==> src/noc_link_pkg.sv <==
package noc_link_pkg;

  // Link and routing field widths
  localparam int flit_width_lp = 32;
  localparam int cord_width_lp = 4;
  localparam int cid_width_lp  = 2;
  localparam int did_width_lp  = 2;
  localparam int len_width_lp  = 2;

  // Every packet is one header flit followed by two payload flits
  localparam logic [len_width_lp-1:0] pkt_len_lp = 2'd2;

  // The I/O side of the chip sits at coordinate zero
  localparam logic [cord_width_lp-1:0] io_cord_lp = '0;

  // Outstanding commands whose return route is still held
  localparam int route_fifo_depth_lp = 16;
  localparam int route_ptr_width_lp  = $clog2(route_fifo_depth_lp);

  localparam int hdr_used_width_lp = 2 * cord_width_lp + len_width_lp
                                   + 2 * cid_width_lp + 2 * did_width_lp;
  localparam int hdr_pad_width_lp  = flit_width_lp - hdr_used_width_lp;

  // Header flit, most significant field first
  typedef struct packed {
    logic [cord_width_lp-1:0]    dst_cord;
    logic [len_width_lp-1:0]     len;
    logic [cord_width_lp-1:0]    src_cord;
    logic [cid_width_lp-1:0]     src_cid;
    logic [did_width_lp-1:0]     src_did;
    logic [cid_width_lp-1:0]     dst_cid;
    logic [did_width_lp-1:0]     dst_did;
    logic [hdr_pad_width_lp-1:0] pad;
  } wh_header_s;

  // Where the answer to a command has to go
  typedef struct packed {
    logic [cord_width_lp-1:0] cord;
    logic [cid_width_lp-1:0]  cid;
    logic [did_width_lp-1:0]  did;
  } return_route_s;

endpackage

==> src/mem_msg_pkg.sv <==
package mem_msg_pkg;

  localparam int mem_opcode_width_lp = 4;
  localparam int mem_addr_width_lp   = 28;
  localparam int mem_data_width_lp   = 32;
  localparam int mem_msg_width_lp    = 64;

  typedef enum logic [mem_opcode_width_lp-1:0] {
    e_mem_rd    = 4'h0,
    e_mem_wr    = 4'h1,
    e_mem_uc_rd = 4'h2
  } mem_opcode_e;

  // Opcode and address form the upper flit, data the lower one
  typedef struct packed {
    mem_opcode_e                  opcode;
    logic [mem_addr_width_lp-1:0] addr;
    logic [mem_data_width_lp-1:0] data;
  } mem_msg_s;

endpackage

==> src/return_route_if.sv <==
interface return_route_if;
  import noc_link_pkg::*;

  logic          push_v;
  logic          push_ready;
  return_route_s push_route;

  logic          pop_v;
  logic          pop_yumi;
  return_route_s pop_route;

  modport writer (
    output push_v, push_route,
    input  push_ready
  );

  modport fifo (
    input  push_v, push_route, pop_yumi,
    output push_ready, pop_v, pop_route
  );

  modport reader (
    input  pop_v, pop_route,
    output pop_yumi
  );

endinterface

==> src/wh_cmd_link_adapter.sv <==
module wh_cmd_link_adapter (
  input  logic                                 clk_i,
  input  logic                                 rst_n_i,
  input  logic                                 cmd_link_v_i,
  input  logic [noc_link_pkg::flit_width_lp-1:0] cmd_link_data_i,
  output logic                                 cmd_link_ready_o,
  output mem_msg_pkg::mem_msg_s                mem_cmd_o,
  output logic                                 mem_cmd_v_o,
  input  logic                                 mem_cmd_yumi_i,
  return_route_if.writer                       route
);
  import noc_link_pkg::*;
  import mem_msg_pkg::*;

  typedef enum logic [1:0] {
    e_cmd_header,
    e_cmd_payload_hi,
    e_cmd_payload_lo,
    e_cmd_wait_mem
  } cmd_state_e;

  cmd_state_e                 state_r;
  cmd_state_e                 state_n;
  logic                       ready_r;
  logic                       flit_fire;
  wh_header_s                 hdr_in;
  return_route_s              src_route_r;
  logic [flit_width_lp-1:0]   payload_hi_r;
  logic [flit_width_lp-1:0]   payload_lo_r;

  assign hdr_in    = wh_header_s'(cmd_link_data_i);
  assign flit_fire = cmd_link_v_i & ready_r;

  always_comb begin
    state_n = state_r;
    case (state_r)
      e_cmd_header:     if (flit_fire) state_n = e_cmd_payload_hi;
      e_cmd_payload_hi: if (flit_fire) state_n = e_cmd_payload_lo;
      e_cmd_payload_lo: if (flit_fire) state_n = e_cmd_wait_mem;
      e_cmd_wait_mem:   if (mem_cmd_yumi_i) state_n = e_cmd_header;
      default:          state_n = e_cmd_header;
    endcase
  end

  // Ready is registered so it stays low through reset and drops
  // right after the last payload flit
  always_ff @(posedge clk_i or negedge rst_n_i) begin
    if (!rst_n_i) begin
      state_r <= e_cmd_header;
      ready_r <= 1'b0;
    end else begin
      state_r <= state_n;
      ready_r <= (state_n != e_cmd_wait_mem);
    end
  end

  always_ff @(posedge clk_i) begin
    if (flit_fire) begin
      case (state_r)
        e_cmd_header: begin
          src_route_r.cord <= hdr_in.src_cord;
          src_route_r.cid  <= hdr_in.src_cid;
          src_route_r.did  <= hdr_in.src_did;
        end
        e_cmd_payload_hi: payload_hi_r <= cmd_link_data_i;
        e_cmd_payload_lo: payload_lo_r <= cmd_link_data_i;
        default: ;
      endcase
    end
  end

  assign cmd_link_ready_o = ready_r;
  assign mem_cmd_o        = mem_msg_s'({payload_hi_r, payload_lo_r});

  // A command is only offered when its route has somewhere to go
  assign mem_cmd_v_o = (state_r == e_cmd_wait_mem) & route.push_ready;

  assign route.push_v     = mem_cmd_v_o & mem_cmd_yumi_i;
  assign route.push_route = src_route_r;

endmodule

==> src/return_route_fifo.sv <==
module return_route_fifo (
  input  logic        clk_i,
  input  logic        rst_n_i,
  return_route_if.fifo route
);
  import noc_link_pkg::*;

  return_route_s                 mem_r [route_fifo_depth_lp];
  logic [route_ptr_width_lp-1:0] wr_ptr_r;
  logic [route_ptr_width_lp-1:0] rd_ptr_r;
  logic [route_ptr_width_lp:0]   count_r;
  logic                          push;
  logic                          pop;

  // Depth is a power of two, so the top count bit alone means full
  assign route.push_ready = ~count_r[route_ptr_width_lp];
  assign route.pop_v      = |count_r;
  assign route.pop_route  = mem_r[rd_ptr_r];

  assign push = route.push_v & route.push_ready;
  assign pop  = route.pop_yumi & route.pop_v;

  always_ff @(posedge clk_i) begin
    if (push) begin
      mem_r[wr_ptr_r] <= route.push_route;
    end
  end

  always_ff @(posedge clk_i or negedge rst_n_i) begin
    if (!rst_n_i) begin
      wr_ptr_r <= '0;
      rd_ptr_r <= '0;
    end else begin
      if (push) begin
        wr_ptr_r <= wr_ptr_r + 1'b1;
      end
      if (pop) begin
        rd_ptr_r <= rd_ptr_r + 1'b1;
      end
    end
  end

  always_ff @(posedge clk_i or negedge rst_n_i) begin
    if (!rst_n_i) begin
      count_r <= '0;
    end else begin
      case ({push, pop})
        2'b10:   count_r <= count_r + 1'b1;
        2'b01:   count_r <= count_r - 1'b1;
        default: count_r <= count_r;
      endcase
    end
  end

endmodule

==> src/wh_resp_link_adapter.sv <==
module wh_resp_link_adapter (
  input  logic                                   clk_i,
  input  logic                                   rst_n_i,
  input  mem_msg_pkg::mem_msg_s                  mem_resp_i,
  input  logic                                   mem_resp_v_i,
  output logic                                   mem_resp_ready_o,
  return_route_if.reader                         route,
  output logic                                   resp_link_v_o,
  output logic [noc_link_pkg::flit_width_lp-1:0] resp_link_data_o,
  input  logic                                   resp_link_ready_i
);
  import noc_link_pkg::*;
  import mem_msg_pkg::*;

  typedef enum logic [1:0] {
    e_resp_idle,
    e_resp_header,
    e_resp_payload_hi,
    e_resp_payload_lo
  } resp_state_e;

  resp_state_e state_r;
  logic        accept;
  logic        flit_fire;
  logic        local_dst;
  wh_header_s  hdr_n;
  wh_header_s  hdr_r;
  mem_msg_s    resp_r;

  assign mem_resp_ready_o = (state_r == e_resp_idle) & route.pop_v;
  assign accept           = mem_resp_v_i & mem_resp_ready_o;
  assign route.pop_yumi   = accept;

  // Domain zero answers the sender directly, other domains leave through I/O
  assign local_dst = (route.pop_route.did == '0);

  always_comb begin
    hdr_n          = '0;
    hdr_n.dst_cord = local_dst ? route.pop_route.cord : io_cord_lp;
    hdr_n.len      = pkt_len_lp;
    hdr_n.src_cord = route.pop_route.cord;
    hdr_n.src_cid  = route.pop_route.cid;
    hdr_n.src_did  = route.pop_route.did;
    hdr_n.dst_cid  = local_dst ? route.pop_route.cid : '0;
    hdr_n.dst_did  = route.pop_route.did;
  end

  always_ff @(posedge clk_i) begin
    if (accept) begin
      hdr_r  <= hdr_n;
      resp_r <= mem_resp_i;
    end
  end

  assign flit_fire = resp_link_v_o & resp_link_ready_i;

  always_ff @(posedge clk_i or negedge rst_n_i) begin
    if (!rst_n_i) begin
      state_r <= e_resp_idle;
    end else begin
      case (state_r)
        e_resp_idle:       if (accept)    state_r <= e_resp_header;
        e_resp_header:     if (flit_fire) state_r <= e_resp_payload_hi;
        e_resp_payload_hi: if (flit_fire) state_r <= e_resp_payload_lo;
        e_resp_payload_lo: if (flit_fire) state_r <= e_resp_idle;
        default:                          state_r <= e_resp_idle;
      endcase
    end
  end

  assign resp_link_v_o = (state_r != e_resp_idle);

  always_comb begin
    case (state_r)
      e_resp_header:     resp_link_data_o = hdr_r;
      e_resp_payload_hi: resp_link_data_o = resp_r[mem_msg_width_lp-1 -: flit_width_lp];
      e_resp_payload_lo: resp_link_data_o = resp_r[flit_width_lp-1:0];
      default:           resp_link_data_o = '0;
    endcase
  end

endmodule

==> src/mem_wormhole_link_client.sv <==
module mem_wormhole_link_client (
  input  logic                                   clk_i,
  input  logic                                   rst_n_i,

  input  logic                                   cmd_link_v_i,
  input  logic [noc_link_pkg::flit_width_lp-1:0] cmd_link_data_i,
  output logic                                   cmd_link_ready_o,

  output mem_msg_pkg::mem_msg_s                  mem_cmd_o,
  output logic                                   mem_cmd_v_o,
  input  logic                                   mem_cmd_yumi_i,

  input  mem_msg_pkg::mem_msg_s                  mem_resp_i,
  input  logic                                   mem_resp_v_i,
  output logic                                   mem_resp_ready_o,

  output logic                                   resp_link_v_o,
  output logic [noc_link_pkg::flit_width_lp-1:0] resp_link_data_o,
  input  logic                                   resp_link_ready_i
);

  // Return routes of commands that memory has taken but not yet answered
  return_route_if route_if ();

  wh_cmd_link_adapter u_cmd_adapter (
    .clk_i            (clk_i),
    .rst_n_i          (rst_n_i),
    .cmd_link_v_i     (cmd_link_v_i),
    .cmd_link_data_i  (cmd_link_data_i),
    .cmd_link_ready_o (cmd_link_ready_o),
    .mem_cmd_o        (mem_cmd_o),
    .mem_cmd_v_o      (mem_cmd_v_o),
    .mem_cmd_yumi_i   (mem_cmd_yumi_i),
    .route            (route_if.writer)
  );

  return_route_fifo u_route_fifo (
    .clk_i   (clk_i),
    .rst_n_i (rst_n_i),
    .route   (route_if.fifo)
  );

  wh_resp_link_adapter u_resp_adapter (
    .clk_i             (clk_i),
    .rst_n_i           (rst_n_i),
    .mem_resp_i        (mem_resp_i),
    .mem_resp_v_i      (mem_resp_v_i),
    .mem_resp_ready_o  (mem_resp_ready_o),
    .route             (route_if.reader),
    .resp_link_v_o     (resp_link_v_o),
    .resp_link_data_o  (resp_link_data_o),
    .resp_link_ready_i (resp_link_ready_i)
  );

endmodule

==> config.mk <==
export PLATFORM = sky130hd
export DESIGN_NAME = mem_wormhole_link_client
export DESIGN_NICKNAME = d
export VERILOG_FILES = /design/src/noc_link_pkg.sv /design/src/mem_msg_pkg.sv /design/src/return_route_if.sv /design/src/wh_cmd_link_adapter.sv /design/src/return_route_fifo.sv /design/src/wh_resp_link_adapter.sv /design/src/mem_wormhole_link_client.sv
export SDC_FILE = /design/constraint.sdc
export NUM_CORES = 1
export LEC_CHECK = 0
export ABC_CLOCK_PERIOD_IN_PS = 3630
export BUFFER_PORTS_ARGS = -buffer_cell sky130_fd_sc_hd__buf_2
export CORE_MARGIN = 5
export CORE_UTILIZATION = 40
export CTS_BUF_LIST = sky130_fd_sc_hd__clkbuf_4 sky130_fd_sc_hd__clkbuf_8
export CTS_CLUSTER_DIAMETER = 50
export DETAILED_ROUTE_END_ITERATION = 12
export PLACE_DENSITY = 0.6
export SLEW_MARGIN = 20
export SYNTH_ARGS = -nofsm -noshare
export SYNTH_HDL_FRONTEND = slang
export SYNTH_SLANG_ARGS = --single-unit
==> constraint.sdc <==
create_clock -name clk_i -period 3.63 [get_ports clk_i]
set_input_delay 0.726 -clock clk_i [delete_from_list [all_inputs] [get_ports clk_i]]
set_output_delay 0.726 -clock clk_i [all_outputs]
set_load 0.01 [all_outputs]
==> qor.txt <==
Outcome: finished, final reports clean
Distinct cells, synth: 41
Cells after Synth: 568
CTS Buf Count: 49
First-pass GRT wire length: 36.74 mm
Gpl congestion: 0.7944
Count leader, synth: edfxtp_1
Peak supply drop: 396.2 uV
Main flop type after synthesis: edfxtp_1
Setup Fix Bufs, Post-CTS: 0
Seq/Total Area, Yosys: 79.61%
Clock Latency Late Sink: 0.56 ns
Pre-CTS setup slack: 0.6783 ns
Leak: 4.928 nW
Final hold violations: 0
Synth Area per Inst: 19.46 sq um
WL final: 23.70 mm
Fin nets: 920
IO Port Bufs: 201
CP endpoint kind: output pin
Share of cells above drive strength 1: 39.15%
Total grt overflow: 0
Hold crit path type: in -> async
Syn nets: 685
Post-DP HPWL: 15.91 mm
Inst Count DP: 1124
Multi-input logic area: 0.002095 sq mm
Die area: 0.03105 sq mm
RSZ-0062 raised after global routing: no
Synth area leaders: edfxtp_1 (76%), mux4_2 (6.1%), dfrtp_1 (4.1%)
Remaining antenna violation count: 0
Clock slew at reported path FFs: 0.06 ns
Via count: 6113
TritonCTS clock tree: built
FP Rows: 60
Max clock buf depth: 3
Post-CTS Hold Fix Bufs: 0
Final Util: 49.75%
YS warnings: 0
Reg-to-reg slack, setup: 0.63 ns
Ys async rst share: 6.081%
Routed len/inst: 19.49 um
Post-route insts no fill: 1216
Crit path required time: 2.90 ns
Clock skew: 0.02276 ns
TritonRoute pass-1 iters: 7
Vias per cell: 5.027
I/O pin count: 202
Cell area power density: 761.9 mW/mm^2
Core area: 0.02710 sq mm
Fin crit share: 83.15%
Synth area leader: edfxtp_1
Register area: 0.008800 sq mm
Global Route Usage Sum: 15.02%
Die height: 176.2 um
# DRC: 0
#FFs+latches synth: 296
Number of synthesized flops with an enable pin: 278
Slew @ Worst Pin: 0.9221 ns
CTS Sinks: 296
H-tree depth: 2
Vias in the first global route: 6588
Tmin final: 3.018 ns
Clock root cell: clkbuf_8
Top cell type's share of synthesized area: 75.53%
Total Neg Setup Slack: 0 ns
Fin. max-slew vios: 0
Setup ws final: 0.6118 ns
Area Growth Syn to Fin: 21.99%
Die X: 176.2 um
Starting Density: 40.78%
Post-synth top cells: edfxtp_1 (278), nor2_1 (49), mux4_2 (30)
Setup violations, final: 0
Max_slew headroom: 38.53%
Critical path startpoint category: flop
Max frequency: 331.3 MHz
Critical path data arrival time: 2.29 ns
MaxCap Viol Count: 0
Initial DRC count: 441
Crit-path max FO: 17
CTS resizes: 0
Synthesized cell area: 0.01105 sq mm
FILL cells: 2253
Hold_ws: 0.1031 ns
Largest net degree at the start of global routing: 41
Initial antenna violation count: 0
Critical path type: reg -> out
[area by class of cell]
cell class                 count  share of cell area [%]
sequential                   296                   65.27
multi-input combinational    231                   15.54
timing repair buffer         215                   8.334
clock buffer                  64                   5.977
tap                          372                   3.452
clock inverter                27                   1.132
inverter                      10                  0.2784
antenna                        1                 0.01856
[stage by stage]
stage               power [W]  cell area, sq um
finish                0.01027             13480
global placement     0.007445             12520
detailed placement   0.007566             12520
global route          0.01087             13480
CTS                   0.01041             13480
floorplan            0.006560             11060
[sequential cells by signal (all words and copies together) (netlist names)]
name / count
u_cmd_adapter.cmd_link_ready_o: 1
u_cmd_adapter.payload_hi_r: 32
u_cmd_adapter.payload_lo_r: 32
u_cmd_adapter.route.push_route: 8
u_cmd_adapter.state_r: 2
u_resp_adapter.hdr_r: 14
u_resp_adapter.resp_r: 64
u_resp_adapter.state_r: 2
u_route_fifo.count_r: 5
u_route_fifo.mem_r: 128
u_route_fifo.rd_ptr_r: 4
u_route_fifo.wr_ptr_r: 4
[power by group]
part	total, W	internal [W]	switching, W	leakage, nW
Sequential	0.00480	0.00436	0.000447	2.74
Clock	0.00281	0.00153	0.00128	0.506
Combinational	0.00265	0.00116	0.00149	1.68
[worst max-delay path, cell delays in order (launching register included)]
cell	delay, ns
dfrtp_1	0.41
inv_1	0.16
ha_1	0.64
a222oi_1	0.24
nor2_1	0.16
buf_2	0.15
[worst paths after layout]
| check | start | cells after the start | endpoint |
|---|---|---|---|
| min | rst_n_i | 1 | u_cmd_adapter.cmd_link_ready_o |
| max reg2reg | u_route_fifo.count_r[0] | 9 | u_route_fifo.count_r[4] |
| min reg2reg | u_route_fifo.count_r[4] | 1 | u_route_fifo.count_r[4] |
| max | u_resp_adapter.state_r[1] | 5 | resp_link_data_o[21] |
| min in group clk_i | mem_resp_i[33] | 1 | u_resp_adapter.resp_r[33] |
| max in group asynchronous | rst_n_i | 1 | u_route_fifo.rd_ptr_r[0] |
[per-layer routing]
metal	vias up	part of all wire [%]	GRT usage (%)
li1	2744	-	-
met1	3084	40	19.05
met2	246	49	25.00
met3	39	9.2	4.625
met4	0	2.0	4.548
met5	-	0	0
[kinds of logic (layout without fill, tap and decap cells)]
group	Yosys count	in the layout	synth area share [%]
AND/OR/NAND/NOR	103	103	4.325
multiplexers	41	41	7.427
XOR/XNOR	10	10	0.7924
other	0	1	0
AO/OA/AOI/OAI	62	62	4.347
buffers and inverters	41	316	1.732
flip-flops	296	296	79.61
adder cells (fa/ha/maj)	15	15	1.766
[cells in the final DEF (no fill, tap or decap), types with 2 or more instances in the layout]
master      n
buf_2     201
a21o_1      2
nand2_1    17
clkbuf_4   12
nand3_1     4
ha_1       13
mux2i_1     7
a211oi_1    6
nor3b_4     2
nand2b_1    3
mux4_1      2
mux4_2     30
xnor2_1     6
o21ai_0     6
a222oi_1   16
clkinv_1   16
nor2_1     49
clkbuf_8   52
a21oi_1     9
buf_4      13
clkinv_2    7
xor2_1      4
mux2_2      2
a22oi_1    17
nor2b_1    14
inv_1      10
nand4_1     2
nor3_1      7
dfrtp_1    17
edfxtp_1  278
Power figures use the tool's default switching activity.
